**src/cu_pkg.sv**
```systemverilog
package cu_pkg;

    localparam int XLEN       = 64;
    localparam int ILEN       = 32;
    localparam int REG_ADDR_W = 5;

    localparam int ALU_OP_W  = 5;
    localparam int ALU_SRC_W = 3;
    localparam int CMP_SRC_W = 2;
    localparam int REG_SRC_W = 3;
    localparam int PC_SRC_W  = 2;
    localparam int MEM_OP_W  = 4;
    localparam int MEM_SEL_W = 3;
    localparam int CMP_RES_W = 2;
    localparam int IMM_FMT_W = 3;
    localparam int COND_W    = 3;

    localparam logic [6:0] OP_REG    = 7'b0110011;
    localparam logic [6:0] OP_REG_W  = 7'b0111011;
    localparam logic [6:0] OP_IMM    = 7'b0010011;
    localparam logic [6:0] OP_IMM_W  = 7'b0011011;
    localparam logic [6:0] OP_LOAD   = 7'b0000011;
    localparam logic [6:0] OP_STORE  = 7'b0100011;
    localparam logic [6:0] OP_BRANCH = 7'b1100011;
    localparam logic [6:0] OP_JAL    = 7'b1101111;
    localparam logic [6:0] OP_JALR   = 7'b1100111;
    localparam logic [6:0] OP_LUI    = 7'b0110111;
    localparam logic [6:0] OP_AUIPC  = 7'b0010111;
    localparam logic [6:0] OP_SYSTEM = 7'b1110011;

    localparam logic [ILEN-1:0] INST_EBREAK = {12'h001, 5'd0, 3'd0, 5'd0, OP_SYSTEM};

    localparam logic [MEM_SEL_W-1:0] MEM_ADDR_ALU = 3'b001; // address from alu result
    localparam logic [MEM_SEL_W-1:0] MEM_DATA_RS2 = 3'b010; // store data from rs2

    typedef enum logic [ALU_OP_W-1:0] {
        ALU_NONE  = 5'b00000, ALU_ADD   = 5'b00001, ALU_ADDC  = 5'b00010,
        ALU_SLL   = 5'b00011, ALU_ADDW  = 5'b00100, ALU_SUB   = 5'b00101,
        ALU_SRA   = 5'b00110, ALU_AND   = 5'b00111, ALU_SLLW  = 5'b01000,
        ALU_XOR   = 5'b01001, ALU_OR    = 5'b01010, ALU_SRL   = 5'b01011,
        ALU_SUBW  = 5'b11001, ALU_SLLIW = 5'b11010, ALU_SRAIW = 5'b11011
    } alu_op_e;

    typedef enum logic [ALU_SRC_W-1:0] {
        SRC_RS_RS  = 3'b000, SRC_RS_IMM  = 3'b001, SRC_RS_PC = 3'b010,
        SRC_RS_SNPC = 3'b011, SRC_IMM_PC = 3'b100, SRC_IMM_SNPC = 3'b101
    } alu_src_e;

    typedef enum logic [CMP_SRC_W-1:0] {
        CMP_RS2 = 2'b00,
        CMP_IMM = 2'b01
    } cmp_src_e;

    typedef enum logic [REG_SRC_W-1:0] {
        REG_NONE = 3'b000, REG_ALU  = 3'b001, REG_PC  = 3'b010, REG_SNPC = 3'b011,
        REG_IMM  = 3'b100, REG_MEM  = 3'b101, REG_ZERO = 3'b110, REG_ONE = 3'b111
    } reg_src_e;

    typedef enum logic [PC_SRC_W-1:0] {
        PC_SNPC = 2'b00,
        PC_ALU  = 2'b01
    } pc_src_e;

    typedef enum logic [MEM_OP_W-1:0] {
        MEM_NONE = 4'b0000, MEM_LD  = 4'b0001, MEM_LW = 4'b0010, MEM_LH = 4'b0011,
        MEM_LHU  = 4'b0110, MEM_LBU = 4'b0111, MEM_SD = 4'b1000, MEM_SW = 4'b1001,
        MEM_SH   = 4'b1010, MEM_SB  = 4'b1011
    } mem_op_e;

    typedef enum logic [CMP_RES_W-1:0] {
        CMP_EQ = 2'b00,
        CMP_LT = 2'b01,
        CMP_GT = 2'b10
    } cmp_res_e;

    typedef enum logic [IMM_FMT_W-1:0] {
        IMM_NONE, IMM_I, IMM_S, IMM_B, IMM_U, IMM_J
    } imm_fmt_e;

    typedef enum logic [COND_W-1:0] {
        COND_NONE, COND_SET_LT, COND_BR_EQ, COND_BR_NE, COND_BR_GE, COND_BR_LT
    } cond_e;

    typedef struct packed {
        alu_op_e               ctrl_alu;
        alu_src_e              sel_alu;
        logic                  ctrl_cmp;     // signed compare
        cmp_src_e              sel_cmp;
        reg_src_e              sel_regs;
        pc_src_e               sel_pc;
        mem_op_e               ctrl_mem;
        logic [MEM_SEL_W-1:0]  sel_mem_addr;
        logic [MEM_SEL_W-1:0]  sel_mem_data;
    } ctrl_t;

endpackage

```
**src/dec_if.sv**
```systemverilog
interface dec_if;

    logic          valid;
    cu_pkg::ctrl_t ctrl;
    cu_pkg::cond_e cond;     // compare-dependent select still to resolve
    logic          illegal;
    logic          ebreak;

    modport dec (
        output valid,
        output ctrl,
        output cond,
        output illegal,
        output ebreak
    );

    modport iss (
        input valid,
        input ctrl,
        input cond,
        input illegal,
        input ebreak
    );

endinterface

```
**src/ctrl_issue.sv**
```systemverilog
module ctrl_issue (
    input  logic                          clk,
    input  logic                          rst,
    input  logic [cu_pkg::ILEN-1:0]       inst,
    input  logic [cu_pkg::XLEN-1:0]       imm,
    input  cu_pkg::cmp_res_e              cmp_out,
    dec_if.iss                            dec,
    output logic                          out_valid,
    output logic [cu_pkg::REG_ADDR_W-1:0] rs1,
    output logic [cu_pkg::REG_ADDR_W-1:0] rs2,
    output logic [cu_pkg::REG_ADDR_W-1:0] rd,
    output logic [cu_pkg::XLEN-1:0]       imm_q,
    output cu_pkg::ctrl_t                 ctrl_q,
    output logic                          illegal_q,
    output logic                          ebreak_q
);

    cu_pkg::ctrl_t ctrl_d;
    logic          taken;

    always_comb begin
        ctrl_d = dec.ctrl;
        taken  = 1'b0;
        case (dec.cond)
            cu_pkg::COND_SET_LT: begin
                ctrl_d.sel_regs = (cmp_out == cu_pkg::CMP_LT) ? cu_pkg::REG_ONE : cu_pkg::REG_ZERO;
            end
            cu_pkg::COND_BR_EQ: taken = (cmp_out == cu_pkg::CMP_EQ);
            cu_pkg::COND_BR_NE: taken = (cmp_out != cu_pkg::CMP_EQ);
            cu_pkg::COND_BR_GE: taken = (cmp_out == cu_pkg::CMP_EQ) || (cmp_out == cu_pkg::CMP_GT);
            cu_pkg::COND_BR_LT: taken = (cmp_out == cu_pkg::CMP_LT);
            default: ;
        endcase
        if (taken) begin
            ctrl_d.sel_pc = cu_pkg::PC_ALU; // branch target from alu
        end
    end

    always_ff @(posedge clk) begin
        if (rst) begin
            out_valid <= 1'b0;
            illegal_q <= 1'b0;
            ebreak_q  <= 1'b0;
            ctrl_q    <= '0;
        end else begin
            out_valid <= dec.valid;
            if (dec.valid) begin
                illegal_q <= dec.illegal;
                ebreak_q  <= dec.ebreak;
                ctrl_q    <= ctrl_d;
            end
        end
    end

    always_ff @(posedge clk) begin
        if (dec.valid) begin
            rs1   <= inst[19:15];
            rs2   <= inst[24:20];
            rd    <= inst[11:7];
            imm_q <= imm;
        end
    end

    a_flags_exclusive: assert property (@(posedge clk) disable iff (rst)
        !(dec.illegal && dec.ebreak));

    // a branch issued last cycle never carries a memory op
    a_branch_no_mem: assert property (@(posedge clk) disable iff (rst)
        dec.valid && (dec.cond inside {cu_pkg::COND_BR_EQ, cu_pkg::COND_BR_NE,
                                       cu_pkg::COND_BR_GE, cu_pkg::COND_BR_LT})
        |=> ctrl_q.ctrl_mem == cu_pkg::MEM_NONE);

    a_reset_invalid: assert property (@(posedge clk) rst |=> !out_valid);

endmodule

```
**src/cu_top.sv**
```systemverilog
module cu_top (
    input  logic                          clk,
    input  logic                          rst,
    input  logic                          inst_valid,
    input  logic [cu_pkg::ILEN-1:0]       inst,
    input  logic [cu_pkg::CMP_RES_W-1:0]  cmp_out,
    output logic                          out_valid,
    output logic [cu_pkg::REG_ADDR_W-1:0] rs1,
    output logic [cu_pkg::REG_ADDR_W-1:0] rs2,
    output logic [cu_pkg::REG_ADDR_W-1:0] rd,
    output logic [cu_pkg::XLEN-1:0]       imm,
    output logic [cu_pkg::ALU_OP_W-1:0]   ctrl_alu,
    output logic [cu_pkg::ALU_SRC_W-1:0]  sel_alu,
    output logic                          ctrl_cmp,
    output logic [cu_pkg::CMP_SRC_W-1:0]  sel_cmp,
    output logic [cu_pkg::REG_SRC_W-1:0]  sel_regs,
    output logic [cu_pkg::PC_SRC_W-1:0]   sel_pc,
    output logic [cu_pkg::MEM_OP_W-1:0]   ctrl_mem,
    output logic [cu_pkg::MEM_SEL_W-1:0]  sel_mem_addr,
    output logic [cu_pkg::MEM_SEL_W-1:0]  sel_mem_data,
    output logic                          illegal,
    output logic                          ebreak
);

    dec_if                    dec_bus ();
    cu_pkg::imm_fmt_e         fmt;
    logic [cu_pkg::XLEN-1:0]  imm_d;
    cu_pkg::ctrl_t            ctrl_q;

    inst_decoder u_inst_decoder (
        .inst       (inst),
        .inst_valid (inst_valid),
        .fmt        (fmt),
        .dec        (dec_bus.dec)
    );

    imm_gen u_imm_gen (
        .inst (inst),
        .fmt  (fmt),
        .imm  (imm_d)
    );

    ctrl_issue u_ctrl_issue (
        .clk       (clk),
        .rst       (rst),
        .inst      (inst),
        .imm       (imm_d),
        .cmp_out   (cu_pkg::cmp_res_e'(cmp_out)),
        .dec       (dec_bus.iss),
        .out_valid (out_valid),
        .rs1       (rs1),
        .rs2       (rs2),
        .rd        (rd),
        .imm_q     (imm),
        .ctrl_q    (ctrl_q),
        .illegal_q (illegal),
        .ebreak_q  (ebreak)
    );

    // flatten the registered controls
    assign ctrl_alu     = ctrl_q.ctrl_alu;
    assign sel_alu      = ctrl_q.sel_alu;
    assign ctrl_cmp     = ctrl_q.ctrl_cmp;
    assign sel_cmp      = ctrl_q.sel_cmp;
    assign sel_regs     = ctrl_q.sel_regs;
    assign sel_pc       = ctrl_q.sel_pc;
    assign ctrl_mem     = ctrl_q.ctrl_mem;
    assign sel_mem_addr = ctrl_q.sel_mem_addr;
    assign sel_mem_data = ctrl_q.sel_mem_data;

endmodule

```
**src/imm_gen.sv**
```systemverilog
module imm_gen (
    input  logic [cu_pkg::ILEN-1:0] inst,
    input  cu_pkg::imm_fmt_e        fmt,
    output logic [cu_pkg::XLEN-1:0] imm
);

    logic sign;

    assign sign = inst[31];

    always_comb begin
        case (fmt)
            cu_pkg::IMM_I: begin
                imm = {{(cu_pkg::XLEN-12){sign}}, inst[31:20]};
            end
            cu_pkg::IMM_S: begin
                imm = {{(cu_pkg::XLEN-12){sign}}, inst[31:25], inst[11:7]};
            end
            cu_pkg::IMM_B: begin // bit 0 always clear
                imm = {{(cu_pkg::XLEN-12){sign}}, inst[7], inst[30:25], inst[11:8], 1'b0};
            end
            cu_pkg::IMM_U: begin
                imm = {{(cu_pkg::XLEN-32){sign}}, inst[31:12], 12'b0};
            end
            cu_pkg::IMM_J: begin
                imm = {{(cu_pkg::XLEN-20){sign}}, inst[19:12], inst[20], inst[30:21], 1'b0};
            end
            default: begin
                imm = '0;
            end
        endcase
    end

endmodule

```
**src/inst_decoder.sv**
```systemverilog
module inst_decoder (
    input  logic [cu_pkg::ILEN-1:0] inst,
    input  logic                    inst_valid,
    output cu_pkg::imm_fmt_e        fmt,
    dec_if.dec                      dec
);

    cu_pkg::ctrl_t c;
    cu_pkg::cond_e cond;
    logic          hit;
    logic          brk;

    always_comb begin
        c    = '0;
        fmt  = cu_pkg::IMM_NONE;
        cond = cu_pkg::COND_NONE;
        hit  = 1'b1;
        brk  = 1'b0;

        // operand routing per opcode class
        case (inst[6:0])
            cu_pkg::OP_REG, cu_pkg::OP_REG_W: begin
                c.sel_regs = cu_pkg::REG_ALU;
            end
            cu_pkg::OP_IMM, cu_pkg::OP_IMM_W: begin
                c.sel_alu  = cu_pkg::SRC_RS_IMM;
                c.sel_regs = cu_pkg::REG_ALU;
                fmt        = cu_pkg::IMM_I;
            end
            cu_pkg::OP_LOAD: begin
                c.ctrl_alu     = cu_pkg::ALU_ADD;
                c.sel_alu      = cu_pkg::SRC_RS_IMM;
                c.sel_regs     = cu_pkg::REG_MEM;
                c.sel_mem_addr = cu_pkg::MEM_ADDR_ALU;
                fmt            = cu_pkg::IMM_I;
            end
            cu_pkg::OP_STORE: begin
                c.ctrl_alu     = cu_pkg::ALU_ADD;
                c.sel_alu      = cu_pkg::SRC_RS_IMM;
                c.sel_mem_addr = cu_pkg::MEM_ADDR_ALU;
                c.sel_mem_data = cu_pkg::MEM_DATA_RS2;
                fmt            = cu_pkg::IMM_S;
            end
            cu_pkg::OP_BRANCH: begin // target = pc + imm
                c.ctrl_alu = cu_pkg::ALU_ADD;
                c.sel_alu  = cu_pkg::SRC_IMM_PC;
                fmt        = cu_pkg::IMM_B;
            end
            cu_pkg::OP_JAL: begin
                c.ctrl_alu = cu_pkg::ALU_ADD;
                c.sel_alu  = cu_pkg::SRC_IMM_PC;
                c.sel_regs = cu_pkg::REG_SNPC;
                c.sel_pc   = cu_pkg::PC_ALU;
                fmt        = cu_pkg::IMM_J;
            end
            cu_pkg::OP_JALR: begin
                c.sel_alu  = cu_pkg::SRC_RS_IMM;
                c.sel_regs = cu_pkg::REG_SNPC;
                c.sel_pc   = cu_pkg::PC_ALU;
                fmt        = cu_pkg::IMM_I;
            end
            cu_pkg::OP_LUI: begin
                c.sel_regs = cu_pkg::REG_IMM;
                fmt        = cu_pkg::IMM_U;
            end
            cu_pkg::OP_AUIPC: begin
                c.ctrl_alu = cu_pkg::ALU_ADD;
                c.sel_alu  = cu_pkg::SRC_IMM_PC;
                c.sel_regs = cu_pkg::REG_ALU;
                fmt        = cu_pkg::IMM_U;
            end
            default: ;
        endcase

        // funct-level match, anything not listed is illegal
        casez (inst)
            32'b0000000_?????_?????_000_?????_0110011: c.ctrl_alu = cu_pkg::ALU_ADD;   // add
            32'b0000000_?????_?????_000_?????_0111011: c.ctrl_alu = cu_pkg::ALU_ADDW;  // addw
            32'b0100000_?????_?????_000_?????_0110011: c.ctrl_alu = cu_pkg::ALU_SUB;   // sub
            32'b0000000_?????_?????_001_?????_0111011: c.ctrl_alu = cu_pkg::ALU_SLLW;  // sllw
            32'b0000000_?????_?????_111_?????_0110011: c.ctrl_alu = cu_pkg::ALU_AND;   // and
            32'b0000000_?????_?????_110_?????_0110011: c.ctrl_alu = cu_pkg::ALU_OR;    // or
            32'b0100000_?????_?????_000_?????_0111011: c.ctrl_alu = cu_pkg::ALU_SUBW;  // subw
            32'b0000000_?????_?????_010_?????_0110011: begin                         // slt
                c.ctrl_cmp = 1'b1;
                cond       = cu_pkg::COND_SET_LT;
            end
            32'b0000000_?????_?????_011_?????_0110011: cond = cu_pkg::COND_SET_LT;     // sltu
            32'b???????_?????_?????_000_?????_0010011: c.ctrl_alu = cu_pkg::ALU_ADD;   // addi
            32'b???????_?????_?????_000_?????_1100111: c.ctrl_alu = cu_pkg::ALU_ADDC;  // jalr
            32'b000000?_?????_?????_001_?????_0010011: c.ctrl_alu = cu_pkg::ALU_SLL;   // slli
            32'b???????_?????_?????_010_?????_0000011: c.ctrl_mem = cu_pkg::MEM_LW;    // lw
            32'b???????_?????_?????_011_?????_0010011: begin                         // sltiu
                c.sel_alu = cu_pkg::SRC_RS_RS;
                c.sel_cmp = cu_pkg::CMP_IMM;
                cond      = cu_pkg::COND_SET_LT;
            end
            32'b???????_?????_?????_000_?????_0011011: c.ctrl_alu = cu_pkg::ALU_ADDW;  // addiw
            32'b???????_?????_?????_011_?????_0000011: c.ctrl_mem = cu_pkg::MEM_LD;    // ld
            32'b010000?_?????_?????_101_?????_0010011: c.ctrl_alu = cu_pkg::ALU_SRA;   // srai
            32'b???????_?????_?????_100_?????_0000011: c.ctrl_mem = cu_pkg::MEM_LBU;   // lbu
            32'b???????_?????_?????_111_?????_0010011: c.ctrl_alu = cu_pkg::ALU_AND;   // andi
            32'b???????_?????_?????_100_?????_0010011: c.ctrl_alu = cu_pkg::ALU_XOR;   // xori
            32'b???????_?????_?????_101_?????_0010011: c.ctrl_alu = cu_pkg::ALU_SRL;   // srli
            32'b???????_?????_?????_001_?????_0000011: c.ctrl_mem = cu_pkg::MEM_LH;    // lh
            32'b???????_?????_?????_101_?????_0000011: c.ctrl_mem = cu_pkg::MEM_LHU;   // lhu
            32'b000000?_?????_?????_001_?????_0011011: c.ctrl_alu = cu_pkg::ALU_SLLIW; // slliw
            32'b010000?_?????_?????_101_?????_0011011: c.ctrl_alu = cu_pkg::ALU_SRAIW; // sraiw
            32'b???????_?????_?????_011_?????_0100011: c.ctrl_mem = cu_pkg::MEM_SD;    // sd
            32'b???????_?????_?????_001_?????_0100011: c.ctrl_mem = cu_pkg::MEM_SH;    // sh
            32'b???????_?????_?????_000_?????_0100011: c.ctrl_mem = cu_pkg::MEM_SB;    // sb
            32'b???????_?????_?????_010_?????_0100011: c.ctrl_mem = cu_pkg::MEM_SW;    // sw
            32'b???????_?????_?????_000_?????_1100011: cond = cu_pkg::COND_BR_EQ;      // beq
            32'b???????_?????_?????_001_?????_1100011: cond = cu_pkg::COND_BR_NE;      // bne
            32'b???????_?????_?????_101_?????_1100011: begin                         // bge
                c.ctrl_cmp = 1'b1;
                cond       = cu_pkg::COND_BR_GE;
            end
            32'b???????_?????_?????_111_?????_1100011: cond = cu_pkg::COND_BR_GE;      // bgeu
            32'b???????_?????_?????_110_?????_1100011: cond = cu_pkg::COND_BR_LT;      // bltu
            32'b???????_?????_?????_100_?????_1100011: begin                         // blt
                c.ctrl_cmp = 1'b1;
                cond       = cu_pkg::COND_BR_LT;
            end
            32'b???????_?????_?????_???_?????_0010111,                                // auipc
            32'b???????_?????_?????_???_?????_0110111,                                // lui
            32'b???????_?????_?????_???_?????_1101111: ;                              // jal
            cu_pkg::INST_EBREAK: brk = 1'b1;
            default: hit = 1'b0;
        endcase

        if (!hit) begin // no partial controls from the opcode class
            c    = '0;
            fmt  = cu_pkg::IMM_NONE;
            cond = cu_pkg::COND_NONE;
        end
    end

    assign dec.valid   = inst_valid;
    assign dec.ctrl    = c;
    assign dec.cond    = cond;
    assign dec.illegal = inst_valid & ~hit;
    assign dec.ebreak  = inst_valid & brk;

endmodule

```
**config.mk**
```make
export PLATFORM = sky130hd
export DESIGN_NAME = cu_top
export DESIGN_NICKNAME = d
export VERILOG_FILES = /design/src/cu_pkg.sv /design/src/dec_if.sv /design/src/ctrl_issue.sv /design/src/cu_top.sv /design/src/imm_gen.sv /design/src/inst_decoder.sv
export SDC_FILE = /design/constraint.sdc
export NUM_CORES = 1
export LEC_CHECK = 0
export BUFFER_PORTS_ARGS = -buffer_cell sky130_fd_sc_hd__buf_2
export CORE_ASPECT_RATIO = 0.6
export CORE_MARGIN = 5
export CORE_UTILIZATION = 35
export CTS_CLUSTER_SIZE = 8
export DETAILED_ROUTE_END_ITERATION = 8
export PLACE_DENSITY = 0.58
export REMOVE_ABC_BUFFERS = 1
export SLEW_MARGIN = 20
export SYNTH_ARGS = -nofsm -noshare
export SYNTH_HDL_FRONTEND = slang
export SYNTH_SLANG_ARGS = --single-unit
```
**constraint.sdc**
```tcl
create_clock -name clk -period 5.88 [get_ports clk]
set_clock_uncertainty 0.15 [all_clocks]
set_input_delay 0.882 -clock clk [delete_from_list [all_inputs] [get_ports clk]]
set_output_delay 0.882 -clock clk [all_outputs]
set_load 0.005 [all_outputs]
```
Yosys cells after proc, flatten, opt, wreduce, memory -nomap -nowiden
Cells that the tools add are included.
{"block": "word_totals", "regBits": 108, "wordCells": 131, "out_inout_bits": 108, "inputBits": 37}
{"block": "classes", "reduce_logical": 24, "eq_ne": 59, "bitwise": 3, "muxes": 29}
{"cell": "$pmux W64 S5", "n": 1}
{"cell": "$eq A10 B10 Y1 const B", "n": 9}
{"cell": "$pmux W5 S12", "n": 1}
{"cell": "$eq A10 B9 Y1 const B", "n": 5}
{"cell": "$reduce_or A19 Y1", "n": 2}
{"cell": "$eq A17 B10 Y1 const B", "n": 2}
{"cell": "$eq A17 B16 Y1 const B", "n": 2}
{"cell": "$eq A17 B6 Y1 const B", "n": 2}
{"cell": "$eq A17 B9 Y1 const B", "n": 2}
{"cell": "$reduce_or A17 Y1", "n": 2}
{"cell": "$eq A16 B15 Y1 const B", "n": 2}
{"cell": "$eq A16 B8 Y1 const B", "n": 2}
{"cell": "$eq A32 B21 Y1 const B", "n": 1}
{"cell": "$eq A10 B8 Y1 const B", "n": 3}
{"cell": "$eq A7 B6 Y1 const B", "n": 4}
{"cell": "$mux W26", "n": 1}
{"cell": "$pmux W3 S4", "n": 2}
{"cell": "$pmux W4 S6", "n": 1}
{"cell": "$eq A7 B5 Y1 const B", "n": 3}
{"cell": "$eq A7 B7 Y1 const B", "n": 3}
{"cell": "$eq A10 B5 Y1 const B", "n": 2}
{"cell": "$eq A10 B7 Y1 const B", "n": 2}
{"cell": "$reduce_or A20 Y1", "n": 1}
{"cell": "$reduce_or A2 Y1", "n": 9}
{"cell": "other kinds (26)", "n": 51}

Depth between registers and ports, before layout
Gate-level depths: netlist of the first run.
{"block": "depth", "ltp_word": 8, "depth_mapped": 10, "depth_no_buf": 7}

By module
From an unflattened synthesis of the first run, not the netlist that was laid out.
{"block": "unflattened", "cells_unflattened": 462, "area_unflattened_um2": 5206.2}
{"mod": "ctrl_issue", "seq_area_each_um2": 2952.8, "n_inst": 1, "area_each_um2": 3482.1, "cells_each": 190}
{"mod": "inst_decoder", "seq_area_each_um2": 0.0, "n_inst": 1, "area_each_um2": 1093.5, "cells_each": 174}
{"mod": "imm_gen", "seq_area_each_um2": 0.0, "n_inst": 1, "area_each_um2": 630.6, "cells_each": 98}

Worst setup path before layout of the first run
Ideal clock, no wire load.
{"block": "synth_timing", "path_type": "input to register", "startpoint": "in inst[13] (netlist name)", "endpoint": "reg u_ctrl_issue.imm_q[20] (netlist name) (data pin)", "setup_slack_ns": 2.368, "required_ns": 5.476, "arrival_time_ns": 3.108, "setup_time_ns": 0.254, "path_stages": 10, "cell_sequence": "buf_2 > or3_2 > or4_1 > o2bb2ai_1 > or4_4 > or4_1 > buf_4 > o211a_1 > buf_6 > a21o_1"}
{"block": "synth_between", "elab_chain_len": 7, "elab_cells_between_ends": 47}
{"element": "start, declared", "line": "cu_top.sv:5", "source": "input logic [cu_pkg::ILEN-1:0] inst,"}
{"element": "$eq A32 B21 Y1 (tied with other cells)", "line": "inst_decoder.sv:76", "source": "casez (inst)"}
{"element": "$reduce_or A19 Y1 (no source line)"}
{"element": "$mux W1", "line": "inst_decoder.sv:76"}
{"element": "$mux W1 *", "line": "inst_decoder.sv:76"}
{"element": "$mux W3 *", "line": "inst_decoder.sv:132", "source": "if (!hit) begin"}
{"element": "$eq A3 B3 Y1 (tied with other cells)", "line": "imm_gen.sv:12", "source": "case (fmt)"}
{"element": "$pmux W64 S5 *", "line": "imm_gen.sv:12"}
{"element": "via imm_d (one bit)", "line": "cu_top.sv:27", "source": "logic [cu_pkg::XLEN-1:0] imm_d;"}
{"element": "end signal, assigned", "line": "ctrl_issue.sv:60", "source": "imm_q <= imm;"}
{"element": "end, declared", "line": "ctrl_issue.sv:12", "source": "output logic [cu_pkg::XLEN-1:0] imm_q,"}
The timed path passes the listed nets; every way through them passes the cells marked *.
A chain may end at the register's enable or synchronous reset.

Worst setup path in the final report of the first run
{"block": "layout_timing", "startpoint": "in inst[3] (netlist name)", "endpoint": "reg u_ctrl_issue.imm_q[25] (netlist name) (data pin)"}
{"block": "layout_between", "elab_chain_len": 7, "elab_cells_between_ends": 59}
{"element": "$eq A32 B21 Y1 (tied with other cells)", "line": "inst_decoder.sv:76"}
{"element": "$reduce_or A19 Y1 (no source line)"}
{"element": "$mux W1 (2 in a row)", "line": "inst_decoder.sv:76"}
{"element": "$mux W3 *", "line": "inst_decoder.sv:132"}
{"element": "$eq A3 B3 Y1 (tied with other cells)", "line": "imm_gen.sv:12"}
{"element": "$pmux W64 S5 *", "line": "imm_gen.sv:12"}
{"element": "via imm_d (one bit)", "line": "cu_top.sv:27"}
Marks and branches as above.

==> results.md, run 1 <==
- I/O Buffers: about 140
- EDFF count, synth: between 40 and 50
- Critical path data arrival time: between 3000 and 4000 ps
- CTS Buf Count: 9
- Initial antenna violation count: 0
- Avg Vias per Cell: approximately 5.2
- Total core area: about 11000 µm²
- Worst Hold Path EP: u_ctrl_issue.ctrl_q[8]
- Clock Path Buffers: 2
- First-pass GRT wire length: 17400 µm
- Share of the yosys chip area belonging to registers: 0.494
- Period Utilization, post-route: 0.645
- Peak VDD IR: 0.144 mV
- Die area: 12900 µm²
- H-tree levels: 3
- Startpoint types: primary input
- Post-Syn Area: approximately 3700 µm²
- Die H: between 90 and 100 µm
- Largest net degree at the start of global routing: 48
- Postcts setup bufs: 0
- Worst slew margin: 0.354
- Crit. End Element: flop
- Crit Path Class: in -> reg
- Dpl hpwl: between 8000 and 9000 µm
- Top-area cell type share of the netlist area: 0.377
- Hold path start: u_ctrl_issue.ctrl_q[8]
- Layout cells sized above 1: 0.341
- P&R area growth vs syn: 22.3%
- Vias in the first global route: between 3000 and 4000
- CTS tree: done
- RePlAce Congestion: about 0.85
- Slowest cell on the critical path: or4_1
- Largest area contributor in the netlist: edfxtp_1
- Max-slew violation count: 0
- Post-route minimum period: 3790 ps
- Drt first pass iters: 4
- Warnings from Yosys: 0
- Synth top area cells: edfxtp_1, dfxtp_1, buf_4
- RSZ-0062 raised after global routing: false
- Worst skew pair latency: between 300 and 400 ps
- Gate count of the mapped netlist: 384
- Total wire length: 11200 µm
- Clock sink count: 69
- Req. time, crit path: 5810 ps
- Commonest non-fill, non-tap cell in the layout: buf_2
- Final Net Count: between 500 and 600
- Pleak: around 2.0 nW
- Worst-path clk slew: about 60 ps
- Synth Register Bits: between 60 and 70
- Number of max-cap violations: 0
- WL per Instance: roughly 18 µm
- R2R Setup Slk: roughly 5000 ps
- CP max FO: 12
- Distinct cells, synth: 61
- IO Pins: ~150
- Post_cts resized: 0
- Placed Area: between 4000 and 5000 µm²
- Final-report setup violation count: 0
- Finished Cell Area: 4580 µm²
- Post-route setup TNS: 0 ps
- Reg2reg end: u_ctrl_issue.ctrl_q[23]
- Worst Hold Class: reg -> reg
- # hold bufs at CTS: 0
- Die extent in x: approximately 140 µm
- Synth Area per Inst: between 9 and 10 µm²
- Row count: 29
- DR vias: between 3000 and 4000
- Pwr per Cell Area: between 200 and 300 nW/µm²
- Routed Antenna Nets: 0
- Reg-to-Reg Start: u_ctrl_issue.ctrl_q[23]
- Dpl cells: between 600 and 700
- Async S/R FF share, synth: 0
- # DRC: 0
- Slew @ Worst Pin: between 900 and 1000 ps
- Antenna cells: 0
- Finished Layout Cells: 620
- Root Buffer Master: clkbuf_16
- Most used DFF post-synth: edfxtp_1
- Gr ovfl total: 0
- Commonest non-fill, non-tap cells in the layout: buf_2, edfxtp_1, nor2_1
- Fmax: roughly 260 MHz
- Status: finished, final reports clean
- Hold Path Depth: 2
- Final hold vios: 0
- Total power: between 0.001 and 0.0015 W
- Max incr delay on CP: between 700 and 800 ps
- Gr usage total: 0.170
- Crit-path cells: buf_2 > nand4bb_1 > or3_2 > a21oi_2 > or4_4 > or4_1 > o211a_1 > a21o_1
- Initial DRC count: 217
- Starting Density: 0.356
- R2r worst-path depth: 2
where the power goes:
part           internal, W  total (W)  switching [W]  leakage (nW)
sequential        0.000543   0.000552     0.00000907         0.630
combinational    0.0000484   0.000126      0.0000776          1.20
clock             0.000415   0.000623       0.000208         0.167
total              0.00101    0.00130       0.000294          2.00
stage by stage:
step / worst slack, ps / hold WS [ps] / util
floorplan: 2430 / 297 / -
global placement: 1790 / 295 / 0.403
detailed placement: 1750 / 297 / 0.403
CTS: 2100 / 305 / 0.436
global route: 1880 / 332 / 0.436
finish: 2090 / 302 / 0.436
cell usage after synthesis, types with 8 or more instances:
library cell	n
buf_4	40
or4_1	9
nor2_1	36
a21o_1	20
edfxtp_1	47
a21oi_1	22
nand2_1	25
clkbuf_1	18
nor3_1	14
nand2b_1	8
dfxtp_1	22
nand3_1	15
final cells by class:
type,instances,area (µm²)
clock buffer,10,229
clock inverter,6,113
fill,1042,5940
inverter,8,30.0
multi-input combinational,250,1490
sequential,69,1850
tap,139,174
timing repair buffer,138,693
worst max-delay path: cells and delay by family:
family / cells / cell delay, ps
AOI/OAI and AO/OA: 3 / 740
buffers and inverters: 1 / 210
and+or+nand+nor: 4 / 1880
registers in the layout (all words and copies together), names as in the netlist:
signal,count
u_ctrl_issue.imm_q,32
u_ctrl_issue.out_valid,1
u_ctrl_issue.illegal_q,1
u_ctrl_issue.rs1,5
u_ctrl_issue.rd,5
u_ctrl_issue.ebreak_q,1
u_ctrl_issue.rs2,5
u_ctrl_issue.ctrl_q,19
worst max path at each step:
stage / startpoint / endpoint / slack (ps)
final: inst[3] / u_ctrl_issue.imm_q[25] / 2090
after global routing: inst[3] / u_ctrl_issue.imm_q[25] / 1880
after CTS: inst[3] / u_ctrl_issue.imm_q[22] / 2100
after detailed placement: inst[3] / u_ctrl_issue.imm_q[22] / 1750
after global placement: inst[3] / u_ctrl_issue.imm_q[21] / 1790
after floorplan: inst[3] / u_ctrl_issue.imm_q[20] / 2430
layer usage:
metal / vias to the layer above / part of all wire / track usage
li1: 1564 / - / -
met2: 145 / 0.42 / 0.245
met4: 0 / 0.0022 / 0.0298
met5: - / 0 / 0
met1: 1531 / 0.49 / 0.254
met3: 2 / 0.092 / 0.0509
logic make-up (layout without fill, tap and decap cells):
kind of cell	Yosys count	in the layout	synth area share
AND/OR/NAND/NOR	153	153	0.219
AO/OA/AOI/OAI	86	86	0.161
buffers and inverters	71	162	0.115
flip-flops	69	69	0.494
multiplexers	3	3	0.00801
other	1	7	0.00100
XOR/XNOR	1	1	0.00234
Power figures use the tool's default switching activity.
==> run 2: changes to the inputs <==
==> constraint.sdc (replaced) <==
create_clock -name clk -period 3.7 [get_ports clk]
set_clock_uncertainty 0.15 [all_clocks]
set_input_delay 0.555 -clock clk [delete_from_list [all_inputs] [get_ports clk]]
set_output_delay 0.555 -clock clk [all_outputs]
set_load 0.005 [all_outputs]
==> run 2 against run 1 <==
Compared with the run above:
- setup slack worse by 1700 ps
- sequential power grew 59%
- cell area is 2.0% higher
- total power increased by 50%
- die area is the same
- wire length up 5.1%
- critical endpoint is now u_ctrl_issue.ctrl_q[10]
==> results.md, run 2 (synthesis results as in run 1) <==
- CTS Buf Count: 9
- Peak VDD IR: about 0.21 mV
- Pleak: a little over 2 nW
- Total core area: between 10000 and 15000 µm²
- Pwr per Cell Area: 416 nW/µm²
- Gr usage total: 0.179
- Startpoint types: primary input
- Antenna cells: 0
- # hold bufs at CTS: 0
- Worst Hold Path EP: u_ctrl_issue.rs1[0]
- Req. time, crit path: around 3800 ps
- R2R Setup Slk: between 2000 and 3000 ps
- Die area: between 10000 and 15000 µm²
- Final hold vios: 0
- Reg-to-Reg Start: u_ctrl_issue.ctrl_q[10]
- Placed Area: approximately 4400 µm²
- Crit-path cells: buf_2 > nand4bb_1 > buf_4 > nor4_1 > a32oi_1 > o311ai_2 > or4_1 > buf_4 > o21ai_1 > a311oi_1
- Fmax: roughly 300 MHz
- Dpl cells: between 600 and 700
- CTS tree: done
- Worst Hold Class: in -> reg
- Slew @ Worst Pin: approximately 1100 ps
- Avg Vias per Cell: about 5.4
- Number of max-cap violations: 0
- P&R area growth vs syn: 24.8%
- Finished Layout Cells: between 600 and 700
- Die extent in x: 144 µm
- DR vias: roughly 3400
- # DRC: 0
- I/O Buffers: 137
- R2r worst-path depth: 2
- Slowest cell on the critical path: nor4_1
- Crit Path Class: in -> reg
- Post-route setup TNS: 0 ps
- Crit. End Element: flop
- IO Pins: about 150
- Top delay family on crit path: simple AND/OR/NAND/NOR gates
- Hold path start: inst[15]
- Max-slew violation count: 0
- Worst skew pair latency: approximately 340 ps
- Root Buffer Master: clkbuf_16
- Die H: ~90 µm
- # fillers: about 1100
- Max FFs per register: 32
- Worst slew margin: 0.261
- Hold Path Depth: 1
- Clock sink count: between 60 and 70
- Commonest non-fill, non-tap cells in the layout: buf_2, edfxtp_1, nor2_1
- CP max FO: 12
- Final Net Count: about 530
- Drt first pass iters: 4
- Routed Antenna Nets: 0
- RePlAce Congestion: 0.897
- Gr ovfl total: 0
- Final-report setup violation count: 0
- RSZ-0062 raised after global routing: false
- Layout cells sized above 1: 0.365
- Multi-input logic area: 1490 µm²
- Clock Path Buffers: 2
- Critical Path Most Common Cell: buf_4
- Total wire length: around 12000 µm
- Vias in the first global route: 3211
- Row count: 29
- Worst Path Buf+Inv: 3
- Starting Density: 0.356
- Largest net degree at the start of global routing: 47
- Top flop regs: u_ctrl_issue.imm_q x32, u_ctrl_issue.ctrl_q x19
- First-pass GRT wire length: 18100 µm
- WL per Instance: around 18 µm
- Post_cts resized: 0
- Reg2reg end: u_ctrl_issue.ctrl_q[10]
- Post-route minimum period: around 3300 ps
- Dpl hpwl: 9010 µm
- Finished Cell Area: about 4700 µm²
- Period Utilization, post-route: 0.887
- Commonest non-fill, non-tap cell in the layout: buf_2
- Initial DRC count: about 330
- Worst-path clk slew: ~60 ps
- Status: finished, final reports clean
- Biggest register: u_ctrl_issue.imm_q
- Critical path data arrival time: between 3000 and 4000 ps
- Postcts setup bufs: 0
- Max incr delay on CP: 830 ps
- Register area: 1850 µm²
- Initial antenna violation count: 0
- H-tree levels: 3
[run 2: cell types whose count changed in the layout (fill, tap and decap cells not counted)]
cell,change
buf_4,+18
clkinvlp_4,+3
bufinv_16,-2
clkinv_4,-2
inv_6,+2
clkbuf_1,-1
clkinv_1,+1
clkinv_2,-1
[run 2: how the worst max path moves through the flow]
| stage | slack (ps) | cells past startpoint | from | end |
|---|---|---|---|---|
| after CTS | 490 | 10 | inst[3] | u_ctrl_issue.ctrl_q[10] |
| after floorplan | 580 | 7 | inst[3] | u_ctrl_issue.imm_q[20] |
| final | 420 | 10 | inst[3] | u_ctrl_issue.ctrl_q[10] |
| after detailed placement | 160 | 9 | inst[3] | u_ctrl_issue.imm_q[22] |
| after global placement | 260 | 8 | inst[14] | u_ctrl_issue.imm_q[25] |
| after global routing | 270 | 10 | inst[2] | u_ctrl_issue.ctrl_q[10] |
[run 2: area by class of cell]
class | count | area share
Clock buffer | 9 | 0.0482
Clock inverter | 7 | 0.0158
Tap cell | 139 | 0.0372
Sequential cell | 69 | 0.396
Multi-Input combinational cell | 250 | 0.319
Inverter | 8 | 0.00642
Timing Repair Buffer | 156 | 0.177
[run 2: worst register-to-register path, stage by stage (launching register included)]
cell and delay, ps:
dfxtp_1 340, nor2_1 40, a311oi_1 290
[run 2: power by group]
| group | switching (W) | internal [W] | total (W) |
|---|---|---|---|
| clock network | 0.000332 | 0.000523 | 0.000855 |
| registers | 0.0000151 | 0.000863 | 0.000878 |
| logic | 0.000128 | 0.0000845 | 0.000212 |
| total | 0.000475 | 0.00147 | 0.00195 |
[run 2: stage by stage]
stage                     utilization  hold WS (ps)  power [W]  setup WS [ps]
final                           0.444           280    0.00195            417
after global routing            0.444           254    0.00204            265
after CTS                       0.444           267    0.00197            487
after detailed placement        0.416           297    0.00111            164
after global placement          0.416           296    0.00111            258
after floorplan                     -           297   0.000955            579
[run 2: layer usage]
layer  global-route usage  vias up  routed length [µm]
li1                     -     1597                   -
met1                0.267     1649                5560
met2                0.245      178                4800
met3               0.0726        5                1300
met4               0.0290        0                  68
met5                    0        -                   0
==> run 3: changes to the inputs <==
--- a/config.mk
+++ b/config.mk
@@ -5,13 +5,13 @@
 export SDC_FILE = /design/constraint.sdc
 export NUM_CORES = 1
 export LEC_CHECK = 0
-export BUFFER_PORTS_ARGS = -buffer_cell sky130_fd_sc_hd__buf_2
 export CORE_ASPECT_RATIO = 0.6
 export CORE_MARGIN = 5
 export CORE_UTILIZATION = 35
 export CTS_CLUSTER_SIZE = 8
 export DETAILED_ROUTE_END_ITERATION = 8
-export PLACE_DENSITY = 0.58
+export DONT_BUFFER_PORTS = 1
+export PLACE_DENSITY = 0.46
 export REMOVE_ABC_BUFFERS = 1
 export SLEW_MARGIN = 20
 export SYNTH_ARGS = -nofsm -noshare
==> run 3 against run 2 <==
Compared with the run above:
- global-route usage decreased by 0.92 points
- wire length fell by 5.5%
- first-iteration DRC count decreased by 16%
- die area is the same
- sequential cell count did not move
- sequential power rose by 2%
- sequential share of layout area rose by 7.7 points
==> results.md, run 3 (synthesis results as in run 1) <==
- Worst Hold Class: in -> reg
- RSZ-0062 raised after global routing: false
- Largest net degree at the start of global routing: 72
- Multi-input logic area: between 1000 and 1500 µm²
- Status: finished, final reports clean
- Crit-path cells: nand4bb_1 > or3_2 > a21oi_2 > or4_4 > or4_1 > o211a_1 > a21o_1
- Number of max-cap violations: 0
- Clock Path Buffers: 2
- Worst Hold Path EP: u_ctrl_issue.ctrl_q[8]
- # hold bufs at CTS: 0
- Finished Cell Area: around 3900 µm²
- Worst skew pair latency: around 340 ps
- Starting Density: 0.356
- Final-report setup violation count: 0
- CTS Buf Count: 9
- Post_cts resized: 0
- Die area: roughly 13000 µm²
- Layout cells sized above 1: 0.0992
- Gr ovfl total: 0
- Critical path data arrival time: about 3200 ps
- Worst slew margin: 0.405
- CP max FO: 12
- Hold path start: rst
- # DRC: 0
- Finished Layout Cells: just under 500
- Total core area: 10500 µm²
- Max incr delay on CP: between 700 and 800 ps
- Peak VDD IR: about 0.22 mV
- Initial antenna violation count: 0
- Gr usage total: 0.170
- Reg2reg end: u_ctrl_issue.ctrl_q[10]
- Final Net Count: a little under 400
- Row count: 29
- Slew @ Worst Pin: around 890 ps
- Startpoint types: primary input
- Postcts setup bufs: 0
- Pleak: roughly 1.4 nW
- CTS tree: done
- Pwr per Cell Area: 450 nW/µm²
- Final hold vios: 0
- Total wire length: 11100 µm
- Commonest non-fill, non-tap cell in the layout: edfxtp_1
- Die H: between 90 and 100 µm
- R2R Setup Slk: about 2800 ps
- H-tree levels: 3
- Commonest non-fill, non-tap cells in the layout: edfxtp_1, nor2_1, nand2_1
- # fillers: between 1000 and 1500
- Req. time, crit path: about 3600 ps
- Dpl cells: between 400 and 500
- Worst-path clk slew: approximately 60 ps
- IO Pins: between 100 and 150
- Max FFs per register: 32
- Max-slew violation count: 0
- Slowest cell on the critical path: or4_1
- Antenna cells: 0
- Hold Path Depth: 1
- First-pass GRT wire length: around 17000 µm
- Initial DRC count: ~280
- Top flop regs: u_ctrl_issue.imm_q x32, u_ctrl_issue.ctrl_q x19
- Fmax: between 300 and 400 MHz
- Post-route setup TNS: 0 ps
- DR vias: 2819
- RePlAce Congestion: slightly above 0.9
- WL per Instance: roughly 23 µm
- Crit. End Element: flop
- Routed Antenna Nets: 0
- Post-route minimum period: between 3000 and 4000 ps
- Die extent in x: approximately 140 µm
- Register area: 1850 µm²
- I/O Buffers: 0
- Crit Path Class: in -> reg
- Reg-to-Reg Start: u_ctrl_issue.ctrl_q[10]
- Drt first pass iters: 5
- Avg Vias per Cell: between 5 and 6
- R2r worst-path depth: 2
- Root Buffer Master: clkbuf_16
- Clock sink count: slightly below 70
- Period Utilization, post-route: 0.890
- Vias in the first global route: between 2000 and 3000
- Placed Area: ~3600 µm²
- Dpl hpwl: roughly 7900 µm
- Biggest register: u_ctrl_issue.imm_q
- P&R area growth vs syn: 4.44%
[run 3: area by class of cell]
cell class                 count  share of cell area
timing repair buffer          10              0.0243
tap                          139              0.0444
sequential                    69               0.473
inverter                       8             0.00767
clock buffer                   9              0.0575
clock inverter                 7              0.0125
multi-input combinational    250               0.380
[run 3: through the flow]
| step | worst slack (ps) | utilization | hold WS, ps | power, W |
|---|---|---|---|---|
| 2_1_floorplan | 579 | - | 297 | 0.000955 |
| 3_3_place_gp | 68.2 | 0.346 | 317 | 0.000987 |
| 3_5_place_dp | 109 | 0.346 | 322 | 0.000985 |
| 4_1_cts | 459 | 0.372 | 117 | 0.00179 |
| 5_1_grt | 364 | 0.372 | 121 | 0.00184 |
| 6_report | 409 | 0.372 | 130 | 0.00176 |
[run 3: worst max-delay path by stage]
stage | startpoint | endpoint | slack (ps) | cells after the start
final | inst[3] | u_ctrl_issue.imm_q[27] | 410 | 7
after global routing | inst[3] | u_ctrl_issue.imm_q[23] | 360 | 7
after CTS | inst[3] | u_ctrl_issue.imm_q[27] | 460 | 7
after detailed placement | inst[3] | u_ctrl_issue.imm_q[27] | 110 | 7
after global placement | inst[3] | u_ctrl_issue.imm_q[26] | 70 | 7
after floorplan | inst[3] | u_ctrl_issue.imm_q[20] | 580 | 7
[run 3: routing by layer]
metal / vias up / part of all wire / track usage
met4: 0 / 0.0092 / 0.0408
met2: 151 / 0.39 / 0.217
met1: 1360 / 0.48 / 0.251
met3: 8 / 0.13 / 0.0854
met5: - / 0 / 0
li1: 1300 / - / -
[run 3: critical path: cells and delay by family]
kind	cells	cell delay (ps)
AOI/OAI and AO/OA	3	760
and+or+nand+nor	4	1910
[run 3: report_power, final]
group / switching (W) / internal [W] / leakage, nW
sequential: 0.0000280 / 0.000865 / 0.630
combinational: 0.0000446 / 0.0000312 / 0.681
clock: 0.000339 / 0.000454 / 0.126
total: 0.000412 / 0.00135 / 1.44
